$ cat src/hdl/vic_pkg.sv
package vic_pkg;

   // ==================================================
   // Widths with a meaning
   // ==================================================
   typedef logic [15:0] addr_t;      // CPU address, 64 KB space
   typedef logic [7:0]  byte_t;
   typedef logic [31:0] ldr_addr_t;  // Loader address, page in top byte
   typedef logic [7:0]  page_t;
   typedef logic [3:0]  nib_t;       // Colour fields
   typedef logic [6:0]  xorg_t;      // X origin, columns, rows

   // Memory owner
   typedef enum logic [1:0] {
      ARB_CPU,    // CPU drives memory
      ARB_DRAIN,  // Halt seen, finishing CPU access
      ARB_LDR     // Loader drives memory
   } arb_state_t;

   // ==================================================
   // Clocking and memory
   // ==================================================
   localparam int CLKDIV_MOD = 25;                  // 25 MHz down to 1 MHz
   localparam int CLKDIV_W   = $clog2(CLKDIV_MOD);
   localparam int MEM_DEPTH  = 1 << $bits(addr_t);

   // Loader map
   localparam page_t LDR_PAGE_CTRL  = 8'hFF;
   localparam page_t LDR_PAGE_RAM   = 8'h00;
   localparam int    CTRL_RESET_BIT = 0;
   localparam int    CTRL_HALT_BIT  = 1;

   // Video chip register block, 9000..900F
   localparam logic [11:0] VIC_REG_PAGE = 12'h900;

   // Write protected top nibbles, kernal/basic/char ROM
   localparam int ROM_NIB_NUM = 5;
   localparam logic [ROM_NIB_NUM-1:0][3:0] ROM_NIBBLES = {4'hF, 4'hE, 4'hD, 4'hC, 4'h8};

   // Video power-on values
   localparam addr_t SCREEN_DEF    = 16'h1E00;
   localparam addr_t CHAR_ROM_DEF  = 16'h8000;
   localparam addr_t COLOR_RAM_DEF = 16'h9400;
   localparam xorg_t XORIGIN_DEF   = 7'd12;
   localparam byte_t YORIGIN_DEF   = 8'd38;
   localparam xorg_t COLS_DEF      = 7'd22;
   localparam xorg_t ROWS_DEF      = 7'd23;

endpackage

$ cat src/hdl/vic_mem_if.sv
`timescale 1ns/1ps

// One memory request channel
interface vic_mem_if;

   logic           req;    // One cycle per access
   logic           we;
   vic_pkg::addr_t addr;
   vic_pkg::byte_t wdata;
   vic_pkg::byte_t rdata;  // Cycle after req, held until next req

   modport requester (
      output req, we, addr, wdata,
      input  rdata
   );

   modport arbiter (
      input  req, we, addr, wdata,
      output rdata
   );

   // Snooping only
   modport monitor (
      input req, we, addr, wdata, rdata
   );

endinterface

$ cat src/hdl/vic_regs.sv
`timescale 1ns/1ps

module vic_regs (
   input  logic           clk25,
   input  logic           pwr_up_reset_n,
   vic_mem_if.monitor     cpu_ch,
   output vic_pkg::addr_t o_screen_addr,
   output vic_pkg::addr_t o_char_rom_addr,
   output vic_pkg::addr_t o_color_ram_addr,
   output vic_pkg::xorg_t o_xorigin,
   output vic_pkg::xorg_t o_cols,
   output vic_pkg::xorg_t o_rows,
   output vic_pkg::byte_t o_yorigin,
   output logic [2:0]     o_border_color,
   output vic_pkg::nib_t  o_back_color,
   output vic_pkg::nib_t  o_aux_color,
   output logic           o_inverted,
   output logic           o_chars8x16
);

   logic           reg_wr;  // CPU write into 9000..900F
   vic_pkg::byte_t d;

   assign reg_wr = cpu_ch.req & cpu_ch.we & (cpu_ch.addr[15:4] == vic_pkg::VIC_REG_PAGE);
   assign d      = cpu_ch.wdata;

   always_ff @(posedge clk25) begin
      if (!pwr_up_reset_n) begin
         o_screen_addr    <= vic_pkg::SCREEN_DEF;
         o_char_rom_addr  <= vic_pkg::CHAR_ROM_DEF;
         o_color_ram_addr <= vic_pkg::COLOR_RAM_DEF;
         o_xorigin        <= vic_pkg::XORIGIN_DEF;
         o_yorigin        <= vic_pkg::YORIGIN_DEF;
         o_cols           <= vic_pkg::COLS_DEF;
         o_rows           <= vic_pkg::ROWS_DEF;
         o_border_color   <= '0;
         o_back_color     <= '0;
         o_aux_color      <= '0;
         o_inverted       <= 1'b0;
         o_chars8x16      <= 1'b0;
      end else if (reg_wr) begin
         case (cpu_ch.addr[3:0])
            4'h0: o_xorigin <= d[6:0];
            4'h1: o_yorigin <= d;
            4'h2: begin                      // Columns, address bit 9
               o_screen_addr[9]    <= d[7];
               o_color_ram_addr[9] <= d[7];
               o_cols              <= d[6:0];
            end
            4'h3: begin
               o_chars8x16 <= d[0];           // Tall characters
               o_rows      <= d[6:0];
            end
            4'h5: begin
               // Low nibble char ROM, high nibble screen
               o_char_rom_addr[15]    <= ~d[3];
               o_char_rom_addr[12:10] <= d[2:0];
               o_screen_addr[15]      <= ~d[7];
               o_screen_addr[12:10]   <= d[6:4];
            end
            4'hE: o_aux_color <= d[7:4];
            4'hF: begin
               o_border_color <= d[2:0];
               o_inverted     <= d[3];
               o_back_color   <= d[7:4];
            end
            default: ;                         // Sound and raster offsets ignored
         endcase
      end
   end

endmodule

$ cat src/flat_wrapper.sv
// flat-port wrapper written by rule: the top's interface ports become plain ports
module vic_regs_flat 
  (clk25, pwr_up_reset_n, o_screen_addr, o_char_rom_addr, o_color_ram_addr, o_xorigin, o_cols, o_rows, o_yorigin, o_border_color, o_back_color, o_aux_color, o_inverted, o_chars8x16, cpu_ch_req, cpu_ch_we, cpu_ch_addr, cpu_ch_wdata, cpu_ch_rdata);
  vic_mem_if cpu_ch_i ();
  input  logic clk25;
  input  logic pwr_up_reset_n;
  output vic_pkg::addr_t o_screen_addr;
  output vic_pkg::addr_t o_char_rom_addr;
  output vic_pkg::addr_t o_color_ram_addr;
  output vic_pkg::xorg_t o_xorigin;
  output vic_pkg::xorg_t o_cols;
  output vic_pkg::xorg_t o_rows;
  output vic_pkg::byte_t o_yorigin;
  output logic [2:0] o_border_color;
  output vic_pkg::nib_t o_back_color;
  output vic_pkg::nib_t o_aux_color;
  output logic o_inverted;
  output logic o_chars8x16;
  input wire logic [$bits(cpu_ch_i.req)-1:0] cpu_ch_req;
  input wire logic [$bits(cpu_ch_i.we)-1:0] cpu_ch_we;
  input wire logic [$bits(cpu_ch_i.addr)-1:0] cpu_ch_addr;
  input wire logic [$bits(cpu_ch_i.wdata)-1:0] cpu_ch_wdata;
  input wire logic [$bits(cpu_ch_i.rdata)-1:0] cpu_ch_rdata;
  assign cpu_ch_i.req = cpu_ch_req;
  assign cpu_ch_i.we = cpu_ch_we;
  assign cpu_ch_i.addr = cpu_ch_addr;
  assign cpu_ch_i.wdata = cpu_ch_wdata;
  assign cpu_ch_i.rdata = cpu_ch_rdata;
  vic_regs u_core (.clk25(clk25), .pwr_up_reset_n(pwr_up_reset_n), .cpu_ch(cpu_ch_i), .o_screen_addr(o_screen_addr), .o_char_rom_addr(o_char_rom_addr), .o_color_ram_addr(o_color_ram_addr), .o_xorigin(o_xorigin), .o_cols(o_cols), .o_rows(o_rows), .o_yorigin(o_yorigin), .o_border_color(o_border_color), .o_back_color(o_back_color), .o_aux_color(o_aux_color), .o_inverted(o_inverted), .o_chars8x16(o_chars8x16));
endmodule
$ cat config.mk
export PLATFORM = sky130hd
export DESIGN_NAME = vic_regs_flat
export DESIGN_NICKNAME = d
export VERILOG_FILES = /design/src/hdl/vic_pkg.sv /design/src/hdl/vic_mem_if.sv /design/src/hdl/vic_regs.sv /design/src/flat_wrapper.sv
export SDC_FILE = /design/constraint.sdc
export NUM_CORES = 1
export LEC_CHECK = 0
export BUFFER_PORTS_ARGS = -buffer_cell sky130_fd_sc_hd__buf_2
export CORE_ASPECT_RATIO = 1.4
export CORE_MARGIN = 2
export CORE_UTILIZATION = 40
export CTS_CLUSTER_DIAMETER = 120
export DETAILED_ROUTE_END_ITERATION = 10
export PLACE_DENSITY_LB_ADDON = 0.05
export SETUP_SLACK_MARGIN = 0.02
export SLEW_MARGIN = 20
export SYNTH_ARGS = -nofsm -noshare
export SYNTH_HDL_FRONTEND = slang
export SYNTH_SLANG_ARGS = --single-unit
export TNS_END_PERCENT = 1
$ cat constraint.sdc
create_clock -name clk25 -period 2.2 [get_ports clk25]
set_clock_uncertainty 0.1 [all_clocks]
set_input_delay 0.33 -clock clk25 [delete_from_list [all_inputs] [get_ports clk25]]
set_output_delay 0.33 -clock clk25 [all_outputs]
set_load 0.02 [all_outputs]
Yosys cells after proc, flatten, opt, wreduce, memory -nomap -nowiden
Index checks and enable logic that the tools add are counted.

Register bits after elaboration: 52. Input port bits: 36. Output and inout port bits: 90. Logic and storage cells: 32.

Eq/ne operators: 7. Bitwise gates (word level): 4. Reduce and logical (&&, ||, !) cells: 8.

Operator list (count): AND reduction 2 bit (7); == test 12 bit (second input constant) (1); == test 4 x 2 -> 1 bit (second input constant) (2); == test 4 bit (second input constant) (2); == test 4 x 1 -> 1 bit (second input constant) (1); == test 4 x 3 -> 1 bit (second input constant) (1); zero test 4 bit (1); AND 1 bit (2); inverter 1 bit (2).

Depth between registers and ports, before layout
Depth in word-level cells: 3. Gate-level depth with buffers: 5. Mapped depth without buffers: 4.

Worst setup path before layout
Ideal clock, no wire load.

Kind: input to register. Start point: input port cpu_ch_addr[6]. End point: register u_core.o_screen_addr[15]. Library setup time: 0.121 ns. Arrival: 1.617 ns. Required time: 1.979 ns. Setup slack: 0.362 ns. Stages: 5. Buffers on the path: 1. Cell sequence: nor4b_4 -> nand3_2 -> or3_1 -> buf_6 -> mux2_4.

Word-level cells in the longest chain between the ends: 3.

RTL lines: start, declared (line flat_wrapper.sv:21) `input wire logic [$bits(cpu_ch_i.addr)-1:0] cpu_ch_addr;`; == test 12 bit (line vic_regs.sv:24) `assign reg_wr = cpu_ch.req & cpu_ch.we & (cpu_ch.addr[15:4] == vic_pkg::VIC_REG_PAGE);`; AND 1 bit (line vic_regs.sv:24); AND reduction 2 bit (no source line); end signal, assigned (line vic_regs.sv:29) `o_screen_addr <= vic_pkg::SCREEN_DEF;`; end signal, assigned (line vic_regs.sv:58) `o_screen_addr[15] <= ~d[7];`; end, declared (line vic_regs.sv:7) `output vic_pkg::addr_t o_screen_addr,`.

No other way between the ends. A chain may end at the register's enable or synchronous reset.

Worst setup path in the final report
Start point: input port cpu_ch_addr[10]. End point: register u_core.o_cols[0].

Word-level cells in the longest chain between the ends: 3.

RTL lines: == test 12 bit (line vic_regs.sv:24); AND 1 bit (line vic_regs.sv:24); AND reduction 2 bit (no source line); end signal, assigned (line vic_regs.sv:34) `o_cols <= vic_pkg::COLS_DEF;`; end signal, assigned (line vic_regs.sv:48) `o_cols <= d[6:0];`; end, declared (line vic_regs.sv:11) `output vic_pkg::xorg_t o_cols,`.

No other way between the ends.

==> key figures <==
Run status
  • Outcome: complete, no violations

Worst setup path
  • CP Depth: 5
  • Crit-path slowest cell: nand2b_1
  • Slowest stage delay, CP: approximately 0.47 ns
  • Reg2reg path depth: 2
  • Worst Path Max Fanout: 7
  • Required time worst endpoint: roughly 2.3 ns
  • Crit path DAT: 1.71 ns
  • Crit-path cells: buf_2 > nor4b_4 > nand4_2 > nand2b_1 > mux2i_1
  • CP Capture Type: register
  • Crit path max-delay family: simple AND/OR/NAND/NOR gates
  • Worst setup SP type: input port
  • CP Class: input port to register
  • CP bufs+invs: 1

CTS
  • CTS tree: built
  • Clk buf depth: 2
  • H-tree lvl count: 2
  • Hold-fix buffers at CTS: 0
  • Clock slew at reported path FFs: ~0.090 ns
  • Post_cts resized: 0
  • Clock sink count: 52
  • Clk Latency, worst-skew pair: around 0.30 ns
  • Post-CTS Setup Bufs: 0
  • CTS Root Cell: clkbuf_8
  • CTS buffer count: 5

Routing
  • Wire length on met1: ~2200 µm
  • Routed vias: between 1,500 and 2,000
  • DRC: 0
  • DRT antenna net count: 0
  • Drt total wl: roughly 5200 µm
  • Wire length per cell: 12.9 µm
  • Vias per cell: 4.50
  • Met3 wire length: approximately 400 µm
  • Top sig layer: met4
  • WL met2: about 2500 µm
  • First DRT Iteration DRCs: 45
  • First-pass DRT Iterations: 4

Synthesis
  • XOR/XNOR Fraction of Synth Area: 0%
  • Top FF cell, synth: dfxtp_1
  • Commonest cells in the netlist: dfxtp_1 (52), mux2i_1 (48), nand2_1 (43)
  • Yosys top cell area share: 43.8%
  • Sequential-to-total area share from yosys stat: a little over two fifths
  • Area leader, netlist: dfxtp_1
  • Synth Area in Compound Gates: under 10%
  • Warning count from the yosys run: 0
  • Netlist cell types: 29
  • Yosys reg bits: 52
  • Synth Instances: 247
  • Top cells by area, synth: dfxtp_1 (44%), mux2i_1 (20%), buf_4 (12%)
  • Post-synthesis mux area share: 20.9%
  • Number of synthesized flops with an enable pin: 0
  • Synthesized area: ~2400 µm²
  • Simple-gate share of the synthesized area: a little under a fifth
  • Count leader, synth: dfxtp_1
  • FFs w/ async S/R, synth: 0%
  • Adder-cell share of the synthesized area: 0%
  • Main combinational cell family by area after synthesis: multiplexers
  • Post-Syn Area per Cell: about 9.6 µm²

Run
  • Max_cap viols: 0

Finish
  • Fraction of layout cells with a size suffix above 1: a little under a third
  • Non-Filler Instances: 400
  • Final-stage net count: roughly 370
  • Finished Core Util: between 40 and 50%
  • Finished Cell Area: 2820 µm²
  • Fillers: about 600
  • N_diodes: 0
  • Area grow syn2layout: 18.6%

Timing
  • RSZ-0062 raised after global routing: false
  • Max Clk Rate: slightly above 600 MHz
  • Setup Total Neg Slack: 0 ns
  • Slew HR: about two thirds
  • Final Slew Violations: 0
  • Crit share post-route: about three quarters
  • Crit path time final: around 1.6 ns
  • Hold Worst Slack: approximately 0.21 ns
  • Final hold violation count: 0
  • # setup viols final: 0
  • Worst slew pin tran: 0.512 ns

Global routing
  • GRT Total Usage: about 16%
  • GRT overflow: 0
  • Largest net degree at the start of global routing: 23
  • Antenna violations before repair: 0
  • First-pass GRT wire length: a little over 8000 µm
  • Number of global-route vias before repair: about 1,600

Pwr
  • Pleak: around 1.4 nW
  • PwrDens: just under 600 nW/µm²
  • Peak VDD IR: 0.340 mV

Place
  • DP HPWL: 3940 µm
  • Post-DP Area: between 2000 and 3000 µm²
  • RePlAce Congestion: 0.688
  • Dpl cells: just under 400
  • Port-buffer cells: 79

Floorplanning
  • Starting Density: 41.1%
  • Die X: between 60 and 70 µm
  • Core ar.: slightly below 6000 µm²
  • # rows: 33
  • I/O pins: between 100 and 150
  • Die Height: 95.2 µm
  • Die area: ~6600 µm²

Min path
  • Type of the most critical hold path: input port to register
  • Hold Path Depth: 3
## sequential cells by signal, summed over array words and instances, names as in the netlist, 3 cells and up
name and cells:
u_core.o_cols 7, u_core.o_aux_color 4, u_core.o_border_color 3, u_core.o_xorigin 7, u_core.o_yorigin 8, u_core.o_char_rom_addr 4, u_core.o_screen_addr 5, u_core.o_back_color 4
u_core.o_rows 7
## per-stage QoR
step | setup WS, ns | power [mW]
final | 0.568 | 1.64
after global routing | 0.445 | 1.71
after CTS | 0.549 | 1.66
after detailed placement | 0.221 | 1.11
after global placement | 0.230 | 1.11
after floorplan | 0.362 | 1.11
## area by class of cell
cell class                      instances  area (µm²)  share of cell area [%]
Tap cell                               70        87.6                    3.11
Inverter                                5        18.8                   0.666
Sequential cell                        52        1040                    37.0
Timing Repair Buffer                   88         463                    16.4
Clock buffer                            8        90.1                    3.20
Multi-Input combinational cell        177        1120                    39.6
## path summary, 6_finish.rpt
kind                               to                startpoint  slack, ns
max                  u_core.o_cols[0]           cpu_ch_addr[10]       0.57
min                  u_core.o_rows[0]           cpu_ch_wdata[0]       0.21
max reg2reg  u_core.o_screen_addr[15]  u_core.o_screen_addr[15]       1.31
min reg2reg    u_core.o_back_color[3]    u_core.o_back_color[3]       0.36
## kinds of logic (layout without fill, tap and decap cells)
logic type | after synthesis | count (layout)
DFF | 52 | 52
AOI/OAI and AO/OA | 4 | 4
muxes | 49 | 49
and+or+nand+nor | 86 | 86
other | 2 | 38
buffers and inverters | 54 | 101
## metal layers
metal / track usage, % / vias up
li1: - / 898
met1: 18.8 / 821
met2: 27.3 / 75
met3: 4.33 / 6
met4: 5.39 / 0
met5: 0 / -
## worst min-delay path: cells and delay by family
kind | cells | cell delay (ns)
buffers and inverters | 2 | 0.15
AOI/OAI and AO/OA | 1 | 0.08
## power by group
| part | switching (mW) | internal, mW | total [mW] |
|---|---|---|---|
| Sequential | 0.00000197 | 0.940 | 0.940 |
| Combinational | 0.111 | 0.0323 | 0.144 |
| Clock | 0.297 | 0.257 | 0.554 |
## cells in the final DEF (no fill, tap or decap), drive strengths merged, types with 2 or more instances in the layout
master,synthesis,layout
nand3,2,2
mux2i,48,48
a31oi,2,2
clkbuf,10,8
nand2b,2,2
nand2,43,43
buf,39,88
dfxtp,52,52
conb,2,38
nor2,25,25
inv,5,5
nor4b,2,2
nor4,3,3
(Power assumes the default switching activity.)
