===== src/hdl/vic_pkg.sv =====
package vic_pkg;

   // ==================================================
   // Widths with a meaning
   // ==================================================
   typedef logic [15:0] addr_t;      // CPU address, 64 KB space
   typedef logic [7:0]  byte_t;
   typedef logic [31:0] ldr_addr_t;  // Loader address, page in top byte
   typedef logic [7:0]  page_t;
   typedef logic [3:0]  nib_t;       // Colour fields
   typedef logic [6:0]  xorg_t;      // X origin, columns, rows

   // Memory owner
   typedef enum logic [1:0] {
      ARB_CPU,    // CPU drives memory
      ARB_DRAIN,  // Halt seen, finishing CPU access
      ARB_LDR     // Loader drives memory
   } arb_state_t;

   // ==================================================
   // Clocking and memory
   // ==================================================
   localparam int CLKDIV_MOD = 25;                  // 25 MHz down to 1 MHz
   localparam int CLKDIV_W   = $clog2(CLKDIV_MOD);
   localparam int MEM_DEPTH  = 1 << $bits(addr_t);

   // Loader map
   localparam page_t LDR_PAGE_CTRL  = 8'hFF;
   localparam page_t LDR_PAGE_RAM   = 8'h00;
   localparam int    CTRL_RESET_BIT = 0;
   localparam int    CTRL_HALT_BIT  = 1;

   // Video chip register block, 9000..900F
   localparam logic [11:0] VIC_REG_PAGE = 12'h900;

   // Write protected top nibbles, kernal/basic/char ROM
   localparam int ROM_NIB_NUM = 5;
   localparam logic [ROM_NIB_NUM-1:0][3:0] ROM_NIBBLES = {4'hF, 4'hE, 4'hD, 4'hC, 4'h8};

   // Video power-on values
   localparam addr_t SCREEN_DEF    = 16'h1E00;
   localparam addr_t CHAR_ROM_DEF  = 16'h8000;
   localparam addr_t COLOR_RAM_DEF = 16'h9400;
   localparam xorg_t XORIGIN_DEF   = 7'd12;
   localparam byte_t YORIGIN_DEF   = 8'd38;
   localparam xorg_t COLS_DEF      = 7'd22;
   localparam xorg_t ROWS_DEF      = 7'd23;

endpackage


===== src/hdl/vic_mem_if.sv =====
`timescale 1ns/1ps

// One memory request channel
interface vic_mem_if;

   logic           req;    // One cycle per access
   logic           we;
   vic_pkg::addr_t addr;
   vic_pkg::byte_t wdata;
   vic_pkg::byte_t rdata;  // Cycle after req, held until next req

   modport requester (
      output req, we, addr, wdata,
      input  rdata
   );

   modport arbiter (
      input  req, we, addr, wdata,
      output rdata
   );

   // Snooping only
   modport monitor (
      input req, we, addr, wdata, rdata
   );

endinterface


===== src/hdl/mem_arbiter.sv =====
`timescale 1ns/1ps

module mem_arbiter (
   input  logic           clk25,
   input  logic           pwr_up_reset_n,
   input  logic           i_halt,
   output logic           o_ldr_grant,
   vic_mem_if.arbiter     cpu_ch,
   vic_mem_if.arbiter     ldr_ch,
   output logic           o_ram_we,
   output vic_pkg::addr_t o_ram_addr,
   output vic_pkg::byte_t o_ram_wdata,
   input  vic_pkg::byte_t i_ram_rdata
);

   vic_pkg::arb_state_t state;
   vic_pkg::arb_state_t state_nxt;
   logic                ldr_sel;
   logic                cpu_rd_d;   // CPU request last cycle
   logic                ldr_rd_d;
   vic_pkg::byte_t      cpu_hold;   // Last CPU read byte
   vic_pkg::byte_t      ldr_hold;

   // ==================================================
   // Ownership FSM
   // ==================================================
   always_comb begin
      state_nxt = state;
      case (state)
         vic_pkg::ARB_CPU: begin
            if (i_halt) begin
               state_nxt = vic_pkg::ARB_DRAIN;
            end
         end
         vic_pkg::ARB_DRAIN: begin
            if (!i_halt) begin
               state_nxt = vic_pkg::ARB_CPU;   // Halt withdrawn
            end else if (!cpu_ch.req) begin
               state_nxt = vic_pkg::ARB_LDR;   // Nothing left in flight
            end
         end
         vic_pkg::ARB_LDR: begin
            if (!i_halt) begin
               state_nxt = vic_pkg::ARB_CPU;
            end
         end
         default: state_nxt = vic_pkg::ARB_CPU;
      endcase
   end

   always_ff @(posedge clk25) begin
      if (!pwr_up_reset_n) begin
         state <= vic_pkg::ARB_CPU;
      end else begin
         state <= state_nxt;
      end
   end

   // Grant drops with halt, state follows a cycle later
   assign ldr_sel     = (state == vic_pkg::ARB_LDR) & i_halt;
   assign o_ldr_grant = ldr_sel;

   // Owner onto the RAM port
   assign o_ram_we    = ldr_sel ? (ldr_ch.req & ldr_ch.we) : (cpu_ch.req & cpu_ch.we);
   assign o_ram_addr  = ldr_sel ? ldr_ch.addr  : cpu_ch.addr;
   assign o_ram_wdata = ldr_sel ? ldr_ch.wdata : cpu_ch.wdata;

   // ==================================================
   // Read return
   // ==================================================
   always_ff @(posedge clk25) begin
      if (!pwr_up_reset_n) begin
         cpu_rd_d <= 1'b0;
         ldr_rd_d <= 1'b0;
      end else begin
         cpu_rd_d <= cpu_ch.req & ~ldr_sel;
         ldr_rd_d <= ldr_ch.req & ldr_sel;
      end
   end

   always_ff @(posedge clk25) begin
      if (cpu_rd_d) begin
         cpu_hold <= i_ram_rdata;
      end
      if (ldr_rd_d) begin
         ldr_hold <= i_ram_rdata;
      end
   end

   // Fresh byte straight from RAM, then held
   assign cpu_ch.rdata = cpu_rd_d ? i_ram_rdata : cpu_hold;
   assign ldr_ch.rdata = ldr_rd_d ? i_ram_rdata : ldr_hold;

endmodule


===== src/flat_wrapper.sv =====
// flat-port wrapper written by rule: the top's interface ports become plain ports
module mem_arbiter_flat 
  (clk25, pwr_up_reset_n, i_halt, o_ldr_grant, o_ram_we, o_ram_addr, o_ram_wdata, i_ram_rdata, cpu_ch_req, cpu_ch_we, cpu_ch_addr, cpu_ch_wdata, cpu_ch_rdata, ldr_ch_req, ldr_ch_we, ldr_ch_addr, ldr_ch_wdata, ldr_ch_rdata);
  vic_mem_if cpu_ch_i ();
  vic_mem_if ldr_ch_i ();
  input  logic clk25;
  input  logic pwr_up_reset_n;
  input  logic i_halt;
  output logic o_ldr_grant;
  output logic o_ram_we;
  output vic_pkg::addr_t o_ram_addr;
  output vic_pkg::byte_t o_ram_wdata;
  input  vic_pkg::byte_t i_ram_rdata;
  input wire logic [$bits(cpu_ch_i.req)-1:0] cpu_ch_req;
  input wire logic [$bits(cpu_ch_i.we)-1:0] cpu_ch_we;
  input wire logic [$bits(cpu_ch_i.addr)-1:0] cpu_ch_addr;
  input wire logic [$bits(cpu_ch_i.wdata)-1:0] cpu_ch_wdata;
  output wire logic [$bits(cpu_ch_i.rdata)-1:0] cpu_ch_rdata;
  input wire logic [$bits(ldr_ch_i.req)-1:0] ldr_ch_req;
  input wire logic [$bits(ldr_ch_i.we)-1:0] ldr_ch_we;
  input wire logic [$bits(ldr_ch_i.addr)-1:0] ldr_ch_addr;
  input wire logic [$bits(ldr_ch_i.wdata)-1:0] ldr_ch_wdata;
  output wire logic [$bits(ldr_ch_i.rdata)-1:0] ldr_ch_rdata;
  assign cpu_ch_i.req = cpu_ch_req;
  assign cpu_ch_i.we = cpu_ch_we;
  assign cpu_ch_i.addr = cpu_ch_addr;
  assign cpu_ch_i.wdata = cpu_ch_wdata;
  assign cpu_ch_rdata = cpu_ch_i.rdata;
  assign ldr_ch_i.req = ldr_ch_req;
  assign ldr_ch_i.we = ldr_ch_we;
  assign ldr_ch_i.addr = ldr_ch_addr;
  assign ldr_ch_i.wdata = ldr_ch_wdata;
  assign ldr_ch_rdata = ldr_ch_i.rdata;
  mem_arbiter u_core (.clk25(clk25), .pwr_up_reset_n(pwr_up_reset_n), .i_halt(i_halt), .o_ldr_grant(o_ldr_grant), .cpu_ch(cpu_ch_i), .ldr_ch(ldr_ch_i), .o_ram_we(o_ram_we), .o_ram_addr(o_ram_addr), .o_ram_wdata(o_ram_wdata), .i_ram_rdata(i_ram_rdata));
endmodule

===== config.mk =====
export PLATFORM = sky130hd
export DESIGN_NAME = mem_arbiter_flat
export DESIGN_NICKNAME = d
export VERILOG_FILES = /design/src/hdl/vic_pkg.sv /design/src/hdl/vic_mem_if.sv /design/src/hdl/mem_arbiter.sv /design/src/flat_wrapper.sv
export SDC_FILE = /design/constraint.sdc
export NUM_CORES = 1
export LEC_CHECK = 0
export BUFFER_PORTS_ARGS = -buffer_cell sky130_fd_sc_hd__clkbuf_2
export CAP_MARGIN = 20
export CORE_ASPECT_RATIO = 0.6
export CORE_MARGIN = 4
export CORE_UTILIZATION = 35
export DETAILED_ROUTE_END_ITERATION = 6
export PLACE_DENSITY = 0.79
export SETUP_SLACK_MARGIN = 0.3
export SLEW_MARGIN = 20
export SYNTH_ARGS = -nofsm -noshare
export SYNTH_HDL_FRONTEND = slang
export SYNTH_SLANG_ARGS = --single-unit

===== constraint.sdc =====
create_clock -name clk25 -period 1.5 [get_ports clk25]
set_input_delay 0.15 -clock clk25 [delete_from_list [all_inputs] [get_ports clk25]]
set_output_delay 0.15 -clock clk25 [all_outputs]
set_load 0.05 [all_outputs]

Word-level counts from Yosys, hierarchy flattened

Cells that the tools add are included.
W data, S select, Z words.

Register bits: 20
Output and inout port bits: 42
Word-level logic and storage cells: 28

Equal/unequal tests: 5
Multiplexer cells: 10
Bitwise operators: 6
Reductions and logical operators: 2

Operators with widths:

| cell                 | count |
|---|---|
| $mux W8              | 3 |
| $mux W16             | 1 |
| $mux W2              | 4 |
| $pmux W2 S3          | 1 |
| $and A1 B1 Y1        | 5 |
| $ne A2 B2 Y1 const B | 2 |
| $ne A3 B3 Y1 const B | 1 |
| $reduce_and A3 Y1    | 1 |
| $eq A2 B1 Y1 const B | 1 |
| $eq A2 B2 Y1 const B | 1 |
| $logic_not A2 Y1     | 1 |
| $mux W1              | 1 |
| $not A1 Y1           | 1 |

Depth between registers and ports, before layout

Depth in word-level cells: 4
Mapped depth: 4
Gate-level depth less buffers: 2

Least setup slack after synthesis

OpenSTA, ideal clock, no wires.

Path type: reg-to-output
Start point: reg u_core.state[0]
End point: out o_ram_we
Arrival: 1.598 ns
Required time: 1.350 ns
Path slack: -0.248 ns
Cell stages (with the launch flop): 5
Buffers on the path: 2
Cells stage by stage: dfxtp_1 -> nand3b_1 -> buf_6 -> buf_6 -> mux2i_1

Longest elaborated chain between the ends: 3

RTL lines:

| element                  | line               | RTL |
|---|---|---|
| start: declaration       | mem_arbiter.sv:16  | `vic_pkg::arb_state_t state;` |
| start signal: assignment | mem_arbiter.sv:53  | `state <= vic_pkg::ARB_CPU;` |
| start signal: assignment | mem_arbiter.sv:55  | `state <= state_nxt;` |
| $eq A2 B2 Y1             | mem_arbiter.sv:60  | `assign ldr_sel = (state == vic_pkg::ARB_LDR) & i_halt;` |
| $and A1 B1 Y1            | mem_arbiter.sv:60  |  |
| $mux W1                  | mem_arbiter.sv:64  | `assign o_ram_we = ldr_sel ? (ldr_ch.req & ldr_ch.we) : (cpu_ch.req & cpu_ch.we);` |
| end: declaration         | flat_wrapper.sv:10 | `output logic o_ram_we;` |

Every way passes these cells.

Worst setup path after layout

Start point: reg u_core.state[0]
End point: out o_ram_addr[13]

Longest elaborated chain between the ends: 3

RTL lines:

| element          | line               | RTL |
|---|---|---|
| $eq A2 B2 Y1     | mem_arbiter.sv:60  |  |
| $and A1 B1 Y1    | mem_arbiter.sv:60  |  |
| $mux W16         | mem_arbiter.sv:65  | `assign o_ram_addr = ldr_sel ? ldr_ch.addr : cpu_ch.addr;` |
| end: declaration | flat_wrapper.sv:11 | `output vic_pkg::addr_t o_ram_addr;` |

Every way passes these cells.

==> results.yml <==
run_status:
  status: "finished with violations"
  violations: "negative setup slack"
critical_path:
  crit_type: "flip-flop to output port"
  max_stage_delay_ns: 0.36
  crit_fanout: 7
  critical_path.endpoint_type: "output port"
  crit_chain: "nand3b_1 > buf_6 > buf_12 > mux2_2 > buf_8"
  reg2regPathDepth: 4
  r2r_end: "u_core.cpu_hold[0]"
  required_ns: 1.35
  crit_arrival_ns: 1.57
  r2r-start: "u_core.cpu_rd_d"
  crit_buf_inv: 3
  cp-start-kind: "flip-flop"
  crit_family: "buffers and inverters"
  slowest_stage: "mux2_2"
  r2r_setup_slack_ns: 0.31
sta:
  fin_crit_sh_pct: 114.6
  finalSetupTns_ns: -5.154
  rsz0062_at_grt: "true"
  tightest_slew_ns: 0.2333
  finalCriticalPeriod_ns: 1.719
  relSlewSlack_pct: 84.33
  setup-violations-final: 26
  fin_ws_ns: -0.2190
  fmax_mhz: 581.7
  skew_ns: 0.002658
  hold_violations: 0
  drv_slew: 0
hold_path:
  whs_path_depth: 3
  hp-start: "ldr_ch_req"
  min_path_type: "input port to flip-flop"
  hold-path-endpoint: "u_core.ldr_rd_d"
clocking:
  clock_path_buffers: 2
  cts-root-buf: "clkbuf_8"
  cts_tree: "done"
  clock_sinks: 20
  cts_max_level: 1
  cts.clk_slew.worst_paths_ns: 0.07
  numCtsBuffers: 3
  insertion_delay_ns: 0.25
placed_design:
  globalplace.congestion: 0.6737
  dp_hpwl_um: 2965
  io_buffers: 104
  dp.cells: 219
logic_synthesis:
  synthTopCellsByCount: "mux2_2, dfxtp_1, mux2_4"
  synth.net_count: 142
  async_flop_share_pct: 0
  synthSimpleGateAreaFrac_pct: 5.676
  synth_mux_area_share_pct: 50.24
  synth-compound-area-share_pct: 0.4831
  synth.most_common_cell: "mux2_2"
  synthCells: 79
  synth_edf_count: 0
  synth-xor-area-share_pct: 0
  synth_ff_type: "dfxtp_1"
  ys_seq_elements: 20
  synth_top_family_by_area: "multiplexers"
  synthAdderAreaFrac_pct: 0
  ys_types: 17
  synth.largest_area_cell: "dfxtp_1"
  avgSynthCellArea_um2: 13.11
  yosys-top-cells-area: "dfxtp_1, mux2_2, mux2_4"
  synth.top_cell.area_share_pct: 38.65
  netlist_area_um2: 1036
  yosys_warnings: 0
  synth_seq_area_share_pct: 38.65
grt:
  use_met2_pct: 50.14
  grt_max_degree: 14
  gr-usage-all-layers_pct: 24.89
  grt_pass1_wl_um: 7348
  grt_pass1_vias: 1285
  gr-total-overflow: 0
  grt_most_used_layer: "met2"
  use_met1_pct: 26.45
  antenna_found_initial: 0
  met3_usage_pct: 4.107
detailed_routing:
  wl_um: 6571
  drc: 0
  vias_per_cell: 5.309
  firstDrtPassIters: 4
  drt_iter0_drc: 86
  route.vias.total: 1253
  drtAntennaViolNets: 0
  wl_per_cell_um: 27.84
die:
  rows: 14
  core-area_um2: 2663
  die_h_um: 50.14
  initial_core_util_pct: 38.91
  dieArea_um2: 3923
  die_x_um: 78.24
  ios: 105
power:
  p_leak_nw: 1.297
  power_density_nw_per_um2: 819.8
  vdd_ir_drop_max_mv: 0.6621
job:
  cap_violations: 0
cells_and_area:
  drive_above_1_share_pct: 85.71
  antenna_cells: 0
  syn2layout_area_growth_pct: 142.9
  final-instance-count-excl-fill: 236
  fin_util_pct: 94.50
  layout.nets: 261
## placed cells by master (no fill, tap or decap), drive strengths merged
master,netlist,layout
a21oi,1,1
and3,1,1
buf,5,39
clkbuf,0,83
dfxtp,20,20
inv,1,1
mux2,40,40
mux2i,1,1
nand2,4,4
nand2b,1,1
nand3b,1,1
nor2,1,1
nor2b,1,1
nor3,1,1
or3b,1,1
## power breakdown
part	switching, mW	leakage (nW)	internal (mW)
Combinational	0.543	1.11	0.553
Clock	0.170	0.0216	0.179
Sequential	0.0309	0.168	0.587
Total	0.744	1.30	1.32
## worst min-delay path, stage by stage
cell and delay, ns:
clkbuf_2 0.09, nand2_1 0.05, nor2_1 0.03
## cells by family (layout without fill, tap and decap cells)
family | after synthesis | count (layout)
muxes | 41 | 41
DFF | 20 | 20
and+or+nand+nor | 11 | 11
buffers and inverters | 6 | 123
AOI/OAI and AO/OA | 1 | 1
## final cells by class
cell class / instances / area [µm²]
clock buffer: 3 / 41.29
timing repair buffer: 119 / 1350
sequential: 20 / 410.4
tap: 40 / 50.05
inverter: 1 / 3.754
multi-input combinational: 53 / 660.6
fill: 81 / 146.4
## routing by layer
layer	up-vias	wire length [µm]
li1	515	-
met1	616	2175
met2	88	3628
met3	34	312
met4	0	455
met5	-	0
## per-stage QoR
stage / worst slack, ns / area (µm²) / hold slack (ns) / power (mW)
finish: -0.2190 / 2516 / 0.09978 / 2.063
global route: -0.2679 / 2516 / 0.1178 / 2.115
CTS: -0.1851 / 2409 / 0.1042 / 1.941
detailed placement: 0.007434 / 1593 / 0.3773 / 1.271
global placement: 0.05647 / 1593 / 0.3800 / 1.251
floorplan: 0.1975 / 1054 / 0.2638 / 1.087
## registers in the layout (all words and copies together) (netlist names)
signal / cells
u_core.cpu_hold: 8
u_core.ldr_hold: 8
u_core.state: 2
u_core.cpu_rd_d: 1
u_core.ldr_rd_d: 1
## worst max path at each step
stage / start / depth (start not counted) / to
2_1_floorplan: u_core.state[0] / 4 / o_ram_we
3_5_place_dp: u_core.state[0] / 4 / o_ram_addr[11]
3_3_place_gp: u_core.state[0] / 4 / o_ram_addr[15]
6_report: u_core.state[0] / 5 / o_ram_addr[13]
4_1_cts: u_core.state[0] / 5 / o_ram_addr[5]
5_1_grt: u_core.state[0] / 5 / o_ram_addr[1]
## timing repair
action / 4_1_cts / 5_1_grt
hold buffers: 0 / 0
cloned: 2 / 1
setup endpoints to repair: 42 / 42
setup buffers: 7 / 4
resized for setup: 127 / 28
Power figures use the tool's default switching activity.
