$ cat src/hdl/vic_pkg.sv
package vic_pkg;

   // ==================================================
   // Widths with a meaning
   // ==================================================
   typedef logic [15:0] addr_t;      // CPU address, 64 KB space
   typedef logic [7:0]  byte_t;
   typedef logic [31:0] ldr_addr_t;  // Loader address, page in top byte
   typedef logic [7:0]  page_t;
   typedef logic [3:0]  nib_t;       // Colour fields
   typedef logic [6:0]  xorg_t;      // X origin, columns, rows

   // Memory owner
   typedef enum logic [1:0] {
      ARB_CPU,    // CPU drives memory
      ARB_DRAIN,  // Halt seen, finishing CPU access
      ARB_LDR     // Loader drives memory
   } arb_state_t;

   // ==================================================
   // Clocking and memory
   // ==================================================
   localparam int CLKDIV_MOD = 25;                  // 25 MHz down to 1 MHz
   localparam int CLKDIV_W   = $clog2(CLKDIV_MOD);
   localparam int MEM_DEPTH  = 1 << $bits(addr_t);

   // Loader map
   localparam page_t LDR_PAGE_CTRL  = 8'hFF;
   localparam page_t LDR_PAGE_RAM   = 8'h00;
   localparam int    CTRL_RESET_BIT = 0;
   localparam int    CTRL_HALT_BIT  = 1;

   // Video chip register block, 9000..900F
   localparam logic [11:0] VIC_REG_PAGE = 12'h900;

   // Write protected top nibbles, kernal/basic/char ROM
   localparam int ROM_NIB_NUM = 5;
   localparam logic [ROM_NIB_NUM-1:0][3:0] ROM_NIBBLES = {4'hF, 4'hE, 4'hD, 4'hC, 4'h8};

   // Video power-on values
   localparam addr_t SCREEN_DEF    = 16'h1E00;
   localparam addr_t CHAR_ROM_DEF  = 16'h8000;
   localparam addr_t COLOR_RAM_DEF = 16'h9400;
   localparam xorg_t XORIGIN_DEF   = 7'd12;
   localparam byte_t YORIGIN_DEF   = 8'd38;
   localparam xorg_t COLS_DEF      = 7'd22;
   localparam xorg_t ROWS_DEF      = 7'd23;

endpackage

$ cat src/hdl/vic_mem_if.sv
`timescale 1ns/1ps

// One memory request channel
interface vic_mem_if;

   logic           req;    // One cycle per access
   logic           we;
   vic_pkg::addr_t addr;
   vic_pkg::byte_t wdata;
   vic_pkg::byte_t rdata;  // Cycle after req, held until next req

   modport requester (
      output req, we, addr, wdata,
      input  rdata
   );

   modport arbiter (
      input  req, we, addr, wdata,
      output rdata
   );

   // Snooping only
   modport monitor (
      input req, we, addr, wdata, rdata
   );

endinterface

$ cat src/hdl/loader_port.sv
`timescale 1ns/1ps

module loader_port (
   input  logic               clk25,
   input  logic               pwr_up_reset_n,
   input  logic               i_ldr_wr,
   input  logic               i_ldr_rd,
   input  vic_pkg::ldr_addr_t i_ldr_addr,
   input  vic_pkg::byte_t     i_ldr_wdata,
   output vic_pkg::byte_t     o_ldr_rdata,
   output logic               o_ldr_valid,
   input  logic               i_ldr_grant,
   output logic               o_halt,
   output logic               o_cpu_reset,
   vic_mem_if.requester       mem
);

   vic_pkg::page_t                 page;
   logic [vic_pkg::CTRL_HALT_BIT:0] ctrl_r;   // Bit 0 reset, bit 1 halt
   logic                           ram_hit;
   logic                           rd_pend;

   assign page    = i_ldr_addr[31:24];
   assign ram_hit = (page == vic_pkg::LDR_PAGE_RAM);

   // ==================================================
   // Control register at page FF
   // ==================================================
   always_ff @(posedge clk25) begin
      if (!pwr_up_reset_n) begin
         ctrl_r <= '0;
      end else if (i_ldr_wr && page == vic_pkg::LDR_PAGE_CTRL) begin
         ctrl_r <= i_ldr_wdata[vic_pkg::CTRL_HALT_BIT:0];
      end
   end

   assign o_halt      = ctrl_r[vic_pkg::CTRL_HALT_BIT];
   assign o_cpu_reset = ctrl_r[vic_pkg::CTRL_RESET_BIT];

   // Page 00 memory path dropped unless granted
   assign mem.req   = (i_ldr_wr | i_ldr_rd) & ram_hit & i_ldr_grant;
   assign mem.we    = i_ldr_wr;
   assign mem.addr  = i_ldr_addr[15:0];
   assign mem.wdata = i_ldr_wdata;

   // Read data flag one cycle behind the request
   always_ff @(posedge clk25) begin
      if (!pwr_up_reset_n) begin
         rd_pend <= 1'b0;
      end else begin
         rd_pend <= i_ldr_rd & ram_hit & i_ldr_grant;
      end
   end

   assign o_ldr_valid = rd_pend;
   assign o_ldr_rdata = mem.rdata;

endmodule

$ cat src/flat_wrapper.sv
// flat-port wrapper written by rule: the top's interface ports become plain ports
module loader_port_flat 
  (clk25, pwr_up_reset_n, i_ldr_wr, i_ldr_rd, i_ldr_addr, i_ldr_wdata, o_ldr_rdata, o_ldr_valid, i_ldr_grant, o_halt, o_cpu_reset, mem_req, mem_we, mem_addr, mem_wdata, mem_rdata);
  vic_mem_if mem_i ();
  input  logic clk25;
  input  logic pwr_up_reset_n;
  input  logic i_ldr_wr;
  input  logic i_ldr_rd;
  input  vic_pkg::ldr_addr_t i_ldr_addr;
  input  vic_pkg::byte_t i_ldr_wdata;
  output vic_pkg::byte_t o_ldr_rdata;
  output logic o_ldr_valid;
  input  logic i_ldr_grant;
  output logic o_halt;
  output logic o_cpu_reset;
  output wire logic [$bits(mem_i.req)-1:0] mem_req;
  output wire logic [$bits(mem_i.we)-1:0] mem_we;
  output wire logic [$bits(mem_i.addr)-1:0] mem_addr;
  output wire logic [$bits(mem_i.wdata)-1:0] mem_wdata;
  input wire logic [$bits(mem_i.rdata)-1:0] mem_rdata;
  assign mem_req = mem_i.req;
  assign mem_we = mem_i.we;
  assign mem_addr = mem_i.addr;
  assign mem_wdata = mem_i.wdata;
  assign mem_i.rdata = mem_rdata;
  loader_port u_core (.clk25(clk25), .pwr_up_reset_n(pwr_up_reset_n), .i_ldr_wr(i_ldr_wr), .i_ldr_rd(i_ldr_rd), .i_ldr_addr(i_ldr_addr), .i_ldr_wdata(i_ldr_wdata), .o_ldr_rdata(o_ldr_rdata), .o_ldr_valid(o_ldr_valid), .i_ldr_grant(i_ldr_grant), .o_halt(o_halt), .o_cpu_reset(o_cpu_reset), .mem(mem_i));
endmodule
$ cat config.mk
export PLATFORM = sky130hd
export DESIGN_NAME = loader_port_flat
export DESIGN_NICKNAME = d
export VERILOG_FILES = /design/src/hdl/vic_pkg.sv /design/src/hdl/vic_mem_if.sv /design/src/hdl/loader_port.sv /design/src/flat_wrapper.sv
export SDC_FILE = /design/constraint.sdc
export NUM_CORES = 1
export LEC_CHECK = 0
export BUFFER_PORTS_ARGS = -buffer_cell sky130_fd_sc_hd__buf_2
export CAP_MARGIN = 20
export CORE_MARGIN = 8
export CORE_UTILIZATION = 20
export CTS_CLUSTER_DIAMETER = 200
export DETAILED_ROUTE_END_ITERATION = 12
export PLACE_DENSITY = 0.82
export SYNTH_ARGS = -nofsm -noshare
export SYNTH_HDL_FRONTEND = slang
export SYNTH_SLANG_ARGS = --single-unit
$ cat constraint.sdc
create_clock -name clk25 -period 0.8 [get_ports clk25]
set_clock_uncertainty 0.2 [all_clocks]
set_input_delay 0.08 -clock clk25 [delete_from_list [all_inputs] [get_ports clk25]]
set_output_delay 0.08 -clock clk25 [all_outputs]
set_load 0.005 [all_outputs]
# == Word-level counts from Yosys, hierarchy flattened ==
# Index checks and enable logic that the tools add are counted.
# word_totals
regBits,3
inputBits,53
word_cells,10
# op_classes
n_eq_ne,1
n_bitwise,5
n_reduce_logical,2
# op_table
op,count
$eq A8 B8 Y1 const B,1
$logic_not A8 Y1,1
$and A1 B1 Y1,4
$logic_and A1 B1 Y1,1
$or A1 B1 Y1,1

# == Longest topological paths before layout ==
# Gate-level depths: netlist of run 1.
# logic_depth
depth_word,3
mapped_depth,3
depth_no_buf,3

# == Worst setup path after synthesis of run 1 ==
# OpenSTA, ideal clock, no wires.
# synth_timing
path_type,input port to output port
from,in i_ldr_addr[25]
to,out mem_req
t_arrival_ps,597
t_required_ps,520
setup_slack_ps,-77
stages,3
path_cell_list,nor4_1 > nand4b_1 > nor2_1
# synth_between
elab_chain_cells,3
# synth_rtl
element,line,text
start: declaration,flat_wrapper.sv:9,input vic_pkg::ldr_addr_t i_ldr_addr;
$logic_not A8 Y1,loader_port.sv:24,assign ram_hit = (page == vic_pkg::LDR_PAGE_RAM);
$and A1 B1 Y1 (2 in series),loader_port.sv:41,assign mem.req = (i_ldr_wr | i_ldr_rd) & ram_hit & i_ldr_grant;
end: declaration,flat_wrapper.sv:16,output wire logic [$bits(mem_i.req)-1:0] mem_req;
# Every way passes these cells.

# == Worst setup path in the final report of run 1 ==
# Same ends and word-level chain as after synthesis.

==> impl_results.md, run 1 <==
- Hold slack: -0.117 ns
- Period utilisation layout: 1.32
- P per Cell Area: 1260 nW/um2
- N_diodes: 0
- Mapped Area: about 400 um2
- Synthesized area per cell: between 7 and 8 um2
- First-pass GRT wire length: between 1 and 1.5 mm
- Critical path class: input port to primary output
- Height of the die: ~60 um
- Rows: 16
- CTS tree: done
- Top cells by count, synth: buf_4 (33), nand2_1 (6), dfxtp_1 (3), nor2_1 (3), mux2i_1 (2)
- Max-slew headroom: 0.878
- Worst hold endpoint: u_core.o_ldr_valid
- Setup Total Neg Slack: -0.669 ns
- Slowest-stage cell, CP: nor4_4
- Worst hold start: i_ldr_rd
- CP cell instances: buf_8 > nor4_4 > nand4b_1 > nor2_1 > buf_2
- Largest cells by area after synthesis: buf_4 (61%), dfxtp_1 (15%), nand2_1 (5.6%), mux2i_1 (5.0%), nor2_1 (2.8%)
- Clock Tree Buf Depth: 2
- Outcome: complete, but fails checks
- RSZ-0062 raised after global routing: true
- TritonCTS buffer count: 3
- Flop2flop setup slack: roughly 0.040 ns
- Synthesized instance count: 53
- Setup violations, final: 6
- Met2 WL: ~510 um
- Top-area cell type share of the netlist area: 0.615
- Yosys warning count: 0
- Worst endpoint required time: about 0.52 ns
- # fillers: ~220
- Max Cap Viol: 0
- Layout cells sized above 1: 0.667
- Cell with the most instances after synthesis: buf_4
- Final Cell Area: 410 um2
- Buffers on Ports: 21
- Failing checks: hold timing, setup timing
- CP Launch Type: input port
- DR WL/cell: approximately 12 um
- Vias: between 200 and 300
- WL met3: roughly 170 um
- Initial core utilization: 0.210
- Vias in the first global route: ~320
- Hold path cells: 3
- Total die area: between 3000 and 4000 um2
- Gpl congestion: 0.710
- Drt pass-1 iters: 4
- Fin crit period: ~1.1 ns
- Post-synth EDFFs: 0
- Max Freq: ~0.95 GHz
- Clock sink total: 3
- Dominant cell type by area after synthesis: buf_4
- GRT Overall Usage: 0.0490
- RR Startpoint: u_core.ctrl_r[0]
- I/O Pins: 90
- Metal-1 WL: 215 um
- Critical Path End Type: primary output
- Final wirelength: 928 um
- Worst r2r dst: u_core.ctrl_r[0]
- FF+latch count, synth: 3
- Die X: roughly 61 um
- Fin worst setup slack: -0.257 ns
- Final Max Tran Viols: 0
- Unique masters post-synth: 11
- Post-layout net count: 102
- CP delay by family, top: simple AND/OR/NAND/NOR gates
- Arrival time of the worst setup path: 0.78 ns
- Critical path peak fanout: 2
- Worst IR drop on VDD: 0.280 mV
- DR DRC count: 0
- Dpl cell area: between 300 and 400 um2
- Drt initial violations: 8
- Root Buffer: clkbuf_4
- Largest net degree at the start of global routing: 6
- Post-synth top flop: dfxtp_1
- Post-synthesis sequential area ratio: 0.149
- Worst min-delay path class: input port to flip-flop
- FFs w/ async S/R, synth: 0
- Pleak: approximately 0.00019 uW
- Later-pin clock latency in the skew report: between 0.2 and 0.25 ns
- Worst slew pin tran: 0.181 ns
- Top layer in use: met4
- H-tree depth: 1
- Clock transition at the registers of the reported paths: approximately 0.04 ns
- Total grt overflow: 0
- Final hold viol count: 33
- R2R depth: 2
- ANT nets after route: 0
- Max incr delay on CP: roughly 0.24 ns
- DP HPWL: ~720 um
- DR vias/cell: ~3.8
- Initial antenna violation count: 0
- Buf/Inv on CP: 2
- Syn Nets: between 100 and 150
- Core Region: 1920 um2
- Area Overhead vs Synth: 1.86%
## metal layers
layer / up-vias / track usage
li1: 127 / -
met3: 10 / 0.0169
met5: - / 0
met4: 0 / 0.0831
met2: 24 / 0.0905
met1: 124 / 0.0260
## worst min-delay path, cell delays in order
cell and delay [ns]:
buf_2 0.09, nand2_1 0.05, nor2_2 0.06
## flip-flops by register name, indices dropped and copies added, names as in the netlist
name and cells:
u_core.ctrl_r 2, u_core.o_ldr_valid 1
## cells in the final DEF, fill, tap and decap left out
master,count
buf_6,5
nor4_4,1
clkbuf_4,3
nor2_1,2
clkbuf_1,1
nand4_1,1
nor3_4,1
nand3_1,1
nand4b_1,1
mux2i_1,2
dfxtp_1,1
buf_8,1
nand2_1,6
buf_4,3
dfxtp_2,2
nor3_1,1
buf_2,15
nor2_2,1
## repair_timing
item / CTS / global route
cloned: 0 / 0
buffers inserted: 3 / 1
pin swaps: 5 / 6
endpoints found under the hold margin: 33 / 33
gates resized for setup: 8 / 5
setup endpoints to repair: 5 / 7
## final cells by class
type / instances / area, um2 / area share
multi-input combinational: 17 / 119 / 0.290
timing repair buffer: 24 / 169 / 0.412
sequential: 3 / 62.6 / 0.152
clock buffer: 4 / 26.3 / 0.0640
tap: 27 / 33.8 / 0.0823
## worst max-delay path by stage
stage	slack, ns	end	startpoint	cells past startpoint
finish	-0.26	mem_req	i_ldr_addr[25]	5
global route	-0.36	mem_req	i_ldr_addr[25]	5
CTS	-0.29	mem_req	i_ldr_addr[26]	5
detailed placement	-0.32	mem_req	i_ldr_addr[25]	5
global placement	-0.30	mem_req	i_ldr_addr[25]	5
floorplan	-0.06	u_core.ctrl_r[0]	i_ldr_addr[27]	3
## cells by family (layout without fill, tap and decap cells)
| group | count (synthesis) | after routing | share of synthesized area |
|---|---|---|---|
| AND/OR/NAND/NOR | 15 | 15 | 0.186 |
| multiplexers | 2 | 2 | 0.0497 |
| flip-flops | 3 | 3 | 0.149 |
| buffers and inverters | 33 | 28 | 0.615 |
## power breakdown
group          internal, uW  total [uW]  switching, uW
logic                  61.1         101           40.4
registers               150         151         0.0728
clock network           187         267           79.7
## per-stage QoR
stage          hold slack (ns)  setup slack, ns  utilization  total power, uW  instances
2_1_floorplan        -0.000833          -0.0558            -              299         53
3_3_place_gp           -0.0400           -0.296        0.160              222         69
3_5_place_dp           -0.0400           -0.317        0.160              225         69
4_1_cts                 -0.127           -0.293        0.207              525         76
5_1_grt                 -0.115           -0.364        0.214              561         75
6_report                -0.117           -0.257        0.214              519         75
(Power assumes the default switching activity.)
==> run 2: changes to the inputs <==
--- a/config.mk
+++ b/config.mk
@@ -8,10 +8,10 @@
 export BUFFER_PORTS_ARGS = -buffer_cell sky130_fd_sc_hd__buf_2
 export CAP_MARGIN = 20
 export CORE_MARGIN = 8
-export CORE_UTILIZATION = 20
+export CORE_UTILIZATION = 24
 export CTS_CLUSTER_DIAMETER = 200
 export DETAILED_ROUTE_END_ITERATION = 12
-export PLACE_DENSITY = 0.82
+export PLACE_DENSITY = 0.91
 export SYNTH_ARGS = -nofsm -noshare
 export SYNTH_HDL_FRONTEND = slang
 export SYNTH_SLANG_ARGS = --single-unit
==> constraint.sdc (replaced) <==
create_clock -name clk25 -period 1.31 [get_ports clk25]
set_clock_uncertainty 0.2 [all_clocks]
set_input_delay 0.131 -clock clk25 [delete_from_list [all_inputs] [get_ports clk25]]
set_output_delay 0.131 -clock clk25 [all_outputs]
set_load 0.005 [all_outputs]
==> run 2 against run 1 <==
- the run ends with hold timing left
- sequential power shrank 39%
- clock power fell by 40%
- global-route usage is 1.1 points higher
- largest power group unchanged
==> impl_results.md, run 2 (synthesis gave the netlist of run 1 again) <==
- Outcome: complete, but fails checks
- Failing checks: hold timing
- Worst slew pin tran: slightly below 0.3 ns
- Layout cells sized above 1: 0.510
- Cts hold-fix bufs: 4
- Max incr delay on CP: 0.54 ns
- H-tree depth: 1
- Largest net degree at the start of global routing: 6
- Final Max Tran Viols: 0
- First-pass GRT wire length: 1.40 mm
- Pre-CTS WS: ~0.086 ns
- Initial core utilization: 0.244
- Post-layout net count: just over 100
- Drt initial violations: 1
- Root Buffer: clkbuf_4
- DP HPWL: 772 um
- CP Launch Type: input port
- TritonCTS buffer count: 3
- DR WL/cell: 14.8 um
- DR DRC count: 0
- Hold slack: -0.0125 ns
- Most common cell after layout, fill and taps aside: buf_2
- P per Cell Area: between 800 and 900 nW/um2
- Most flops, register: u_core.ctrl_r
- Final wirelength: slightly below 1 mm
- Most frequent cells in the layout: buf_2 (21), nand2_1 (6), dlygate4sd3_1 (4)
- Buffers on Ports: 21
- Worst IR drop on VDD: about 0.37 mV
- Setup violations, final: 0
- Rows: 15
- Height of the die: approximately 57 um
- N_diodes: 0
- Resized Gates After CTS: 0
- Max Freq: around 0.8 GHz
- Drt pass-1 iters: 2
- ANT nets after route: 0
- GRT Overall Usage: 0.0600
- CP cell instances: dlygate4sd3_1 > buf_2 > buf_2
- CP delay by family, top: buffers and inverters
- Worst min-delay path class: input port to flip-flop
- Sw Pwr: slightly below 70 uW
- Switching Share: 0.225
- Most frequent CP cell: buf_2
- Pleak: approximately 0.00017 uW
- DR vias/cell: between 4 and 5
- Core Region: around 1700 um2
- Critical path peak fanout: 2
- Clock sink total: 3
- Total grt overflow: 0
- Post-CTS Setup Repair Bufs: 0
- Slowest-stage cell, CP: dlygate4sd3_1
- I/O Pins: 90
- Final hold viol count: 1
- Gpl congestion: 0.666
- Area Overhead vs Synth: -13.7%
- CTS tree: done
- Die X: between 50 and 60 um
- Vias in the first global route: between 300 and 400
- Max reg flops: 2
- Buf/Inv on CP: 3
- Fin worst setup slack: about 0.067 ns
- Initial antenna violation count: 0
- Critical path class: input port to primary output
- Comb pwr share: 0.168
- Period utilisation layout: 0.949
- Critical Path End Type: primary output
- Clock Tree Buf Depth: 2
- Later-pin clock latency in the skew report: 0.23 ns
- Final core area utilization: 0.211
- Clock transition at the registers of the reported paths: about 0.03 ns
- Max-slew headroom: 0.806
- Vias: 292
- Sequential power share: 0.303
- Worst endpoint required time: 0.98 ns
- Clock Power Share: 0.530
- RSZ-0062 raised after global routing: false
- Arrival time of the worst setup path: 0.91 ns
- Total die area: approximately 3200 um2
- Max Cap Viol: 0
- Setup Total Neg Slack: 0 ns
- Fin crit period: 1.24 ns
- Pint: 236 uW
==> run 2: stage by stage <==
step | instances | cell area (um2) | hold slack [ns] | power (uW)
2_1_floorplan | 53 | 403 | 0.0448 | 182
3_3_place_gp | 58 | 282 | 0.0620 | 134
3_5_place_dp | 58 | 282 | 0.0620 | 135
4_1_cts | 66 | 348 | -0.0213 | 315
5_1_grt | 66 | 348 | -0.0234 | 342
6_report | 66 | 348 | -0.0125 | 304
==> run 2: layout make-up <==
class	instances	area [um2]
tap	17	21.3
timing repair buffer	25	145
clock buffer	4	26.3
fill	187	1300
sequential	3	60.1
multi-input combinational	17	95.1
==> run 2: layer usage <==
metal  global-route usage  wire, um  vias up
met3               0.0798       229       12
met4               0.0638        59        0
met2               0.0806       387       31
met1               0.0345       302      118
met5                    0         0        -
li1                     -         -      131
==> run 2: power by group through the flow <==
| stage | logic [uW] | registers, uW | clock network (uW) |
|---|---|---|---|
| after floorplan | 88.9 | 93.4 | 0 |
| after CTS | 51.1 | 92.0 | 172 |
| final | 50.9 | 92.1 | 161 |
| after detailed placement | 41.8 | 93.4 | 0 |
| after global placement | 40.1 | 93.4 | 0 |
| after global routing | 54.9 | 91.8 | 195 |
==> run 2: worst reg2reg max path, cell delays in order, from the launching register on <==
cell and delay [ns]:
dfxtp_1 0.32, nand2_1 0.05, mux2i_1 0.11
==> run 2: final timing paths <==
kind	from	to	slack [ns]	depth (start not counted)
min	i_ldr_grant	u_core.o_ldr_valid	-0.01	3
max	i_ldr_wdata[0]	mem_wdata[0]	0.07	3
max reg2reg	u_core.ctrl_r[1]	u_core.ctrl_r[1]	0.56	2
min reg2reg	u_core.ctrl_r[0]	u_core.ctrl_r[0]	0.26	2
